[config.mk]
export PLATFORM = sky130hd
export DESIGN_NAME = MidiSynthTop
export DESIGN_NICKNAME = d
export VERILOG_FILES = /design/src/hw/MidiPkg.sv /design/src/hw/MidiSynthTop.sv /design/src/hw/ToneGen.sv /design/src/hw/NoteFreqLookup.sv /design/src/hw/MidiParser.sv /design/src/hw/UartRx.sv
export SDC_FILE = /design/constraint.sdc
export NUM_CORES = 1
export LEC_CHECK = 0
export ABC_AREA = 1
export BUFFER_PORTS_ARGS = -buffer_cell sky130_fd_sc_hd__buf_2
export CAP_MARGIN = 10
export CELL_PAD_IN_SITES_DETAIL_PLACEMENT = 1
export CELL_PAD_IN_SITES_GLOBAL_PLACEMENT = 1
export CORE_ASPECT_RATIO = 0.7
export CORE_MARGIN = 8
export CORE_UTILIZATION = 43
export DETAILED_ROUTE_END_ITERATION = 10
export PLACE_DENSITY = 0.77
export SYNTH_ARGS = -nofsm -noshare
export SYNTH_HDL_FRONTEND = slang
export SYNTH_SLANG_ARGS = --single-unit
export TNS_END_PERCENT = 50
[constraint.sdc]
create_clock -name iSCLK -period 3.4 [get_ports iSCLK]
set_input_delay 0.17 -clock iSCLK [delete_from_list [all_inputs] [get_ports iSCLK]]
set_output_delay 0.17 -clock iSCLK [all_outputs]
set_load 0.02 [all_outputs]
[src/hw/MidiPkg.sv]
// shared MIDI synth types and constants; assumes a 100 MHz clock and 31250 baud MIDI
package MidiPkg;

	// --------------------
	// timing
	// --------------------
	localparam int ClkHz = 100_000_000;

	// clocks per MIDI bit at 31250 baud
	localparam int DefaultBaudDiv = ClkHz / 31_250;

	// --------------------
	// widths
	// --------------------
	typedef logic [7:0]  midiByteT;
	typedef logic [6:0]  noteNumT;
	typedef logic [15:0] freqHzT;
	typedef logic [31:0] phaseT;

	// phase increment per hertz, 2^32 / ClkHz rounded
	localparam phaseT PhaseStep = 32'd43;

	// one decoded note message, valid strobe travels alongside
	typedef struct packed {
		logic    noteOn;
		noteNumT note;
	} noteEventT;

	// parser states
	typedef enum logic [1:0] {
		idle,
		waitNote,
		waitVelocity,
		skipData
	} parseStateT;

	// --------------------
	// top octave, notes 120 to 131
	// --------------------
	// lower octaves are these values shifted right
	localparam freqHzT TopOctaveHz [0:11] = '{
		16'd8373,  16'd8870,  16'd9398,  16'd9957,
		16'd10549, 16'd11176, 16'd11840, 16'd12544,
		16'd13290, 16'd14080, 16'd14917, 16'd15804
	};

endpackage
[src/hw/MidiSynthTop.sv]
// MIDI in to square-wave tone; BaudDiv sets clocks per bit, default is 31250 baud at 100 MHz
`timescale 1ns/1ns
module MidiSynthTop #(
	parameter int BaudDiv = MidiPkg::DefaultBaudDiv
) (
	input  logic             iSCLK,
	input  logic             iSRST,
	input  logic             midiIn,
	output MidiPkg::noteNumT noteNum,
	output MidiPkg::freqHzT  noteFreq,
	output logic             notePlay,
	output logic             audio
);

	MidiPkg::midiByteT  rxByte;
	logic               rxValid;
	MidiPkg::noteEventT evData;
	logic               evValid;

	// --------------------
	// serial in and parse
	// --------------------
	UartRx #(
		.BaudDiv(BaudDiv)
	) uRx (
		.iSCLK   (iSCLK),
		.iSRST   (iSRST),
		.serialIn(midiIn),
		.rxByte  (rxByte),
		.rxValid (rxValid)
	);

	MidiParser uParser (
		.iSCLK  (iSCLK),
		.iSRST  (iSRST),
		.rxByte (rxByte),
		.rxValid(rxValid),
		.evData (evData),
		.evValid(evValid)
	);

	// --------------------
	// pitch and tone
	// --------------------
	NoteFreqLookup uLookup (
		.iSCLK (iSCLK),
		.iSRST (iSRST),
		.note  (noteNum),
		.freqHz(noteFreq)
	);

	ToneGen uTone (
		.iSCLK  (iSCLK),
		.iSRST  (iSRST),
		.evData (evData),
		.evValid(evValid),
		.freqHz (noteFreq),
		.curNote(noteNum),
		.playing(notePlay),
		.audio  (audio)
	);

endmodule

[src/hw/ToneGen.sv]
// monophonic square wave; note-off only acts on the sounding note, frequency lags note by one cycle
`timescale 1ns/1ns
module ToneGen (
	input  logic               iSCLK,
	input  logic               iSRST,
	input  MidiPkg::noteEventT evData,
	input  logic               evValid,
	input  MidiPkg::freqHzT    freqHz,
	output MidiPkg::noteNumT   curNote,
	output logic               playing,
	output logic               audio
);

	MidiPkg::noteNumT noteNext;
	logic             playNext;
	MidiPkg::phaseT   phaseInc;
	MidiPkg::phaseT   phase;

	// --------------------
	// note state
	// --------------------
	always_comb
	begin
		noteNext = curNote;
		playNext = playing;
		if (evValid)
		begin
			if (evData.noteOn)
			begin
				noteNext = evData.note;
				playNext = 1'b1;
			end
			else if (evData.note == curNote)
				playNext = 1'b0;
		end
		phaseInc = MidiPkg::phaseT'(freqHz) * MidiPkg::PhaseStep;
	end

	// --------------------
	// phase accumulator
	// --------------------
	always_ff @(posedge iSCLK)
	begin
		if (iSRST)
		begin
			curNote <= '0;
			playing <= 1'b0;
			phase   <= '0;
		end
		else
		begin
			curNote <= noteNext;
			playing <= playNext;
			// cleared together with playing so audio drops at once
			if (playNext)
				phase <= phase + phaseInc;
			else
				phase <= '0;
		end
	end

	assign audio = phase[31];

	// silence must follow the note state in the same cycle
	assert property (@(posedge iSCLK) disable iff (iSRST) !playing |-> !audio);

endmodule

[src/hw/NoteFreqLookup.sv]
// note to whole hertz, octave shift of the top-octave table; one cycle latency
`timescale 1ns/1ns
module NoteFreqLookup (
	input  logic             iSCLK,
	input  logic             iSRST,
	input  MidiPkg::noteNumT note,
	output MidiPkg::freqHzT  freqHz
);

	logic [3:0]      octave;
	logic [3:0]      index;
	logic [3:0]      shiftAmt;
	MidiPkg::freqHzT tableHz;

	// --------------------
	// split note into octave and pitch class
	// --------------------
	always_comb
	begin
		octave   = 4'(note / 7'd12);
		index    = 4'(note % 7'd12);
		// octave 10 is the table itself
		shiftAmt = 4'd10 - octave;
		tableHz  = MidiPkg::TopOctaveHz[index];
	end

	// note 0 result after reset matches curNote 0
	always_ff @(posedge iSCLK)
	begin
		if (iSRST)
			freqHz <= MidiPkg::TopOctaveHz[0] >> 10;
		else
			freqHz <= tableHz >> shiftAmt;
	end

endmodule

[src/hw/MidiParser.sv]
// note-on and note-off only, any channel; other messages are skipped, real-time bytes ignored
`timescale 1ns/1ns
module MidiParser (
	input  logic               iSCLK,
	input  logic               iSRST,
	input  MidiPkg::midiByteT  rxByte,
	input  logic               rxValid,
	output MidiPkg::noteEventT evData,
	output logic               evValid
);

	MidiPkg::parseStateT state;
	MidiPkg::noteNumT    noteReg;
	logic                statusOn;
	logic                isRealTime;
	logic                isStatus;
	logic [3:0]          statusNib;

	assign isRealTime = (rxByte >= 8'hF8);
	assign isStatus   = rxByte[7];
	assign statusNib  = rxByte[7:4];

	// --------------------
	// message FSM
	// --------------------
	always_ff @(posedge iSCLK)
	begin
		if (iSRST)
		begin
			state    <= MidiPkg::idle;
			statusOn <= 1'b0;
			evValid  <= 1'b0;
		end
		else
		begin
			evValid <= 1'b0;
			if (rxValid && !isRealTime)
			begin
				if (isStatus)
				begin
					// remembered for running status
					if (statusNib == 4'h9 || statusNib == 4'h8)
					begin
						statusOn <= (statusNib == 4'h9);
						state    <= MidiPkg::waitNote;
					end
					else
						state <= MidiPkg::skipData;
				end
				else
				begin
					case (state)
						MidiPkg::waitNote:
							state <= MidiPkg::waitVelocity;
						MidiPkg::waitVelocity:
						begin
							evValid <= 1'b1;
							state   <= MidiPkg::waitNote;
						end
						// data with no usable status stays put
						MidiPkg::idle,
						MidiPkg::skipData:
							state <= state;
						default:
							state <= MidiPkg::idle;
					endcase
				end
			end
		end
	end

	// --------------------
	// payload
	// --------------------
	always_ff @(posedge iSCLK)
	begin
		if (rxValid && !isStatus)
		begin
			if (state == MidiPkg::waitNote)
				noteReg <= rxByte[6:0];
			if (state == MidiPkg::waitVelocity)
			begin
				evData.note   <= noteReg;
				// velocity zero on a note-on counts as note-off
				evData.noteOn <= statusOn && (rxByte[6:0] != 7'd0);
			end
		end
	end

	// each event is the direct result of a received velocity byte
	assert property (@(posedge iSCLK) disable iff (iSRST) evValid |-> $past(rxValid));

endmodule

[src/hw/UartRx.sv]
// 8N1 receiver, LSB first, no parity; a low stop bit drops the byte and waits for idle high
`timescale 1ns/1ns
module UartRx #(
	parameter int BaudDiv = MidiPkg::DefaultBaudDiv
) (
	input  logic              iSCLK,
	input  logic              iSRST,
	input  logic              serialIn,
	output MidiPkg::midiByteT rxByte,
	output logic              rxValid
);

	localparam int CntW = $clog2(BaudDiv);
	localparam logic [CntW-1:0] HalfBit = CntW'(BaudDiv / 2 - 1);
	localparam logic [CntW-1:0] FullBit = CntW'(BaudDiv - 1);

	typedef enum logic [2:0] {
		rxIdle,
		rxStart,
		rxData,
		rxStop,
		rxWaitHigh
	} rxStateT;

	rxStateT           state;
	logic [CntW-1:0]   cnt;
	logic [2:0]        bitIdx;
	logic [1:0]        syncReg;
	logic              lineIn;
	MidiPkg::midiByteT shiftReg;

	// --------------------
	// input synchronizer
	// --------------------
	always_ff @(posedge iSCLK)
	begin
		if (iSRST)
			syncReg <= 2'b11;
		else
			syncReg <= {syncReg[0], serialIn};
	end

	assign lineIn = syncReg[1];

	// --------------------
	// bit timing FSM
	// --------------------
	always_ff @(posedge iSCLK)
	begin
		if (iSRST)
		begin
			state   <= rxIdle;
			cnt     <= '0;
			bitIdx  <= '0;
			rxValid <= 1'b0;
		end
		else
		begin
			rxValid <= 1'b0;
			case (state)
				rxIdle:
				begin
					cnt <= '0;
					if (!lineIn)
						state <= rxStart;
				end
				// still low at half a bit means a real start bit
				rxStart:
				begin
					if (cnt == HalfBit)
					begin
						cnt    <= '0;
						bitIdx <= '0;
						state  <= lineIn ? rxIdle : rxData;
					end
					else
						cnt <= cnt + 1'b1;
				end
				rxData:
				begin
					if (cnt == FullBit)
					begin
						cnt    <= '0;
						bitIdx <= bitIdx + 1'b1;
						if (bitIdx == 3'd7)
							state <= rxStop;
					end
					else
						cnt <= cnt + 1'b1;
				end
				rxStop:
				begin
					if (cnt == FullBit)
					begin
						cnt     <= '0;
						rxValid <= lineIn;
						state   <= lineIn ? rxIdle : rxWaitHigh;
					end
					else
						cnt <= cnt + 1'b1;
				end
				// framing error, hold off until the line idles
				rxWaitHigh:
				begin
					if (lineIn)
						state <= rxIdle;
				end
				default:
					state <= rxIdle;
			endcase
		end
	end

	// data shift, mid-bit sample
	always_ff @(posedge iSCLK)
	begin
		if (state == rxData && cnt == FullBit)
			shiftReg <= {lineIn, shiftReg[7:1]};
	end

	assign rxByte = shiftReg;

	// a byte takes ten bit times, so strobes never touch
	assert property (@(posedge iSCLK) disable iff (iSRST) rxValid |=> !rxValid);

endmodule

==> run summary <==
The flow ran to the end, but the final reports show violations. The final reports fail on setup timing. Worst-skew pair later-pin latency: 0.36 ns.

The slowest stage cell on the critical path was fa_2. The tools report the cell count after placement as 1203. Counting every sink on the clock net gives 102. The floorplan has 40 rows.

The tools report the wire length of the first global-routing pass as 35600 µm. The tools report the worst max-slew margin expressed relative to the limit as 49.6%. The share of async-settable or async-resettable flops after synthesis is 0%.

The most instantiated flip-flop cell in the synthesis netlist was dfxtp_1. The synthesized netlist devotes 11.4% of its cell area to compound gates. The final RePlAce weighted congestion was 0.830; the top-level I/O count was 28. Hold slack: 0.0204 ns.

TritonCTS built the clock tree. Across the VDD grid, the largest voltage drop is 0.000285 V. Sequential cells were found to cover 31.0% of the synthesized design area.

The run gives 0 as the total count of max-transition violations in the final report. For the H-tree depth reported by CTS, the log shows 3. STA puts the critical path data arrival time at 4.30 ns.

The floorplan step set the die height to 125 µm. Sequential cells burn 48.5% of the power. The number of buffers inserted during clock tree synthesis came out at 9.

The run gives 15900 µm as the estimated wirelength of the detail-placed design. Cell internal power was estimated by the tool at 1.86 mW. The buffer depth of the longest clock path was 2; the end-of-flow core utilization was 55.3%.

Based on the critical path, the design can be clocked at up to 248 MHz. OpenSTA, run right after detailed placement, puts the worst setup slack at -0.715 ns. For the initial antenna violation count, the log shows 0. The mean instance size in the synthesized netlist was 8.10 µm²; the total iterations of the first detailed-routing run was 6. The worst path in the final design needs a cycle of 4.04 ns, including I/O delays and setup.

STA classifies the critical path endpoint as a flip-flop. The number of different library cells used by synthesis comes to 56. The overall die width is 172 µm. The number of antenna diodes in the final layout is 0.

In this run the power density over the cells is 281 nW/µm². Clock tree synthesis selected as its root buffer the cell clkbuf_16. The share of the synthesized netlist area taken by xor and xnor gates is 1.68%, and the core footprint is 16900 µm².

The sum of negative setup slack is -11.72 ns. The maximum number of pins on one net before global-route repair was 28; the total wirelength of the detailed-routed design was 21600 µm. The path category of the worst min-delay check was input pin to flip-flop. The number of flops mapped to enable cells by yosys is 23, and the number of global-route vias before repair is 7009. The area share of and/or/nand/nor cells after synthesis was 23.1%. In the layout the commonest cells are inv_1 (146), nand2_1 (124), buf_4 (82), nand3_1 (70), dfxtp_1 (67). Data on the critical path is required at its endpoint by 3.66 ns. Once detail routing completed, the nets flagged for antenna violations numbered 0.

The critical setup path kind is flip-flop to flip-flop. The routed design uses 9910 µm of met2 wire. After synthesis, the largest family of logic cells by area is simple AND/OR/NAND/NOR gates.

In this design, the stage delay of the slowest critical-path cell is 0.56 ns. The run gives 754 µm as the routed wire length on met3. Measured against the total synthesized area, the mux share comes to 0%. Setup violations remaining at the end of the flow were counted as 26.

The total via count in the routed design was 6521; the maximum fanout encountered on the critical timing path was 4. The layout has 2045 filler cells. Summed over all nets, the switching power comes to 0.776 mW. For this configuration, the core starts out at a cell density of 43.3%. The setup slack after layout came out at -0.637 ns. The post-synthesis instance area was 7320 µm²; the number of remaining DRC errors was 0.

Pin slew with the least headroom to its limit: 0.754 ns. Setup repair after global routing could not meet its margin everywhere. The number of nets in the final layout came out at 1129. The tools report the die area as 21500 µm². The adder-cell share of the synthesized area is 22.4%, and the layout-stage area growth over the synthesis result is 27.9%. The clock network is responsible for 41.2% of the overall power.

Global routing consumed, over all layers together, 20.4% of the routing resources. Synthesis produced a netlist whose cell count is 903. The hold violation count in the final report was 0; the final global-route overflow total was 0. After clock tree synthesis, the flow added hold-fix buffers numbering 0. Of the total power, the share spent switching nets is 29.5%. The library cell used most frequently in the layout, excluding fill and tap cells, is inv_1. In this run, the number of DRC markers left after iteration 0 of detailed routing was 400. The critical path goes through ha_4 -> inv_2 -> fa_1 -> fa_1 -> inv_2 -> fa_2 -> ha_4 -> a21oi_4 -> o21ai_4 -> buf_6 -> nand2_2 -> o211ai_1 -> nand2_1 -> nand3_2 -> buf_4 -> buf_6 -> and3_4 -> buf_4 -> o21a_1. Combinational logic is responsible for 10.3% of the overall power. Number of buffer cells added on primary ports: 25. The highest layer touched by signal routing is met4. The placed cell area was 8410 µm²; the routed metal-1 wire length was 10500 µm.

The clock transition time at the flip-flop clock pins of the worst setup and hold paths was 0.08 ns; the detail-routed via count per cell was 5.20. Once layout is complete, the cells apart from fillers number 1253. The number of synthesized register bits came out at 102. The tool flagged a number of max-cap violations equal to 0.

After layout, the worst path uses 119% of the clock period. The worst setup path is launched from a flip-flop. The Yosys step of the flow raised 0 warnings. For the final database, setup skew stands at 0.0144 ns. The leakage power was 4.23 nW. The routed length per placed instance came out at 17.2 µm. The cell area after layout is 9360 µm².

The layout cell share with drive strength beyond 1 came out at 30.6%. The design draws 2.63 mW.
==> per-layer routing <==
layer,vias up,global-route usage (%)
li1,3194,-
met1,3198,27.6
met2,98,32.8
met3,31,3.68
met4,0,5.81
met5,-,0
==> synth_stat cells (6+ instances only) <==
master,count,share of area (%)
a21oi_1,72,4.9
and3_1,6,0.51
clkbuf_1,6,0.31
dfxtp_1,79,22
edfxtp_1,23,9.4
fa_1,37,10
ha_1,72,12
inv_1,159,8.2
inv_2,6,0.31
nand2_1,137,7.0
nand2_2,10,0.85
nand2_4,6,0.92
nand3_1,75,5.1
nand3_2,13,1.8
nand4_1,11,0.94
nor2_1,52,2.7
nor3_1,12,0.82
o21ai_0,32,2.2
or2_2,15,1.3
xor2_1,10,1.2
==> power groups by stage <==
stage | logic [mW] | clock network (mW) | registers (mW)
6_report | 0.271 | 1.08 | 1.28
3_3_place_gp | 0.264 | 0 | 1.31
4_1_cts | 0.273 | 1.11 | 1.28
5_1_grt | 0.309 | 1.15 | 1.28
2_1_floorplan | 0.227 | 0 | 1.29
3_5_place_dp | 0.273 | 0 | 1.31
==> area by class of cell <==
cell class / instances / area [µm²] / share of cell area [%]
Multi-Input combinational cell: 617 / 4940 / 52.8
Clock buffer: 9 / 225 / 2.41
Sequential cell: 102 / 2310 / 24.7
Inverter: 168 / 634 / 6.78
Tap cell: 231 / 289 / 3.09
Clock inverter: 7 / 87.6 / 0.936
Timing Repair Buffer: 119 / 870 / 9.29
==> logic make-up after synthesis <==
family / count (synthesis)
flops: 102
fa+ha+maj: 109
compound gates: 145
xor+xnor: 14
other cells: 1
buf+inv: 185
simple gates: 347
==> flip-flops by register name (all words and copies together) (netlist names), 2 cells and up <==
name             count
uParser.evData       8
uRx.state            3
uRx.syncReg          2
uLookup.freqHz      14
uRx.bitIdx           3
uTone.phase         32
uTone.curNote        7
uRx.cnt             12
uRx.rxByte           8
uParser.state        2
uParser.noteReg      7
==> path summary, 6_finish.rpt <==
path	from	to	depth (start not counted)	slack, ns
setup / recovery	uLookup.freqHz[3]	uTone.phase[25]	19	-0.64
hold / removal	midiIn	uRx.syncReg[0]	2	0.02
setup reg to reg	uLookup.freqHz[3]	uTone.phase[25]	19	-0.64
hold reg to reg	uRx.syncReg[0]	uRx.syncReg[1]	1	0.42
==> repair_timing <==
item	in CTS	in global routing
gates resized for setup	58	35
buffers inserted	26	10
gates cloned	0	0
endpoints found under the setup margin	26	26
pin swaps	31	31
==> worst max-delay path: cells and delay by family (launching register included) <==
kind / cells / cell delay (ns)
adders and majority gates: 5 / 2.09
buffers and inverters: 6 / 0.57
AOI/OAI and AO/OA: 4 / 0.48
and+or+nand+nor: 4 / 0.43
DFF: 1 / 0.36
Power figures use the tool's default switching activity.
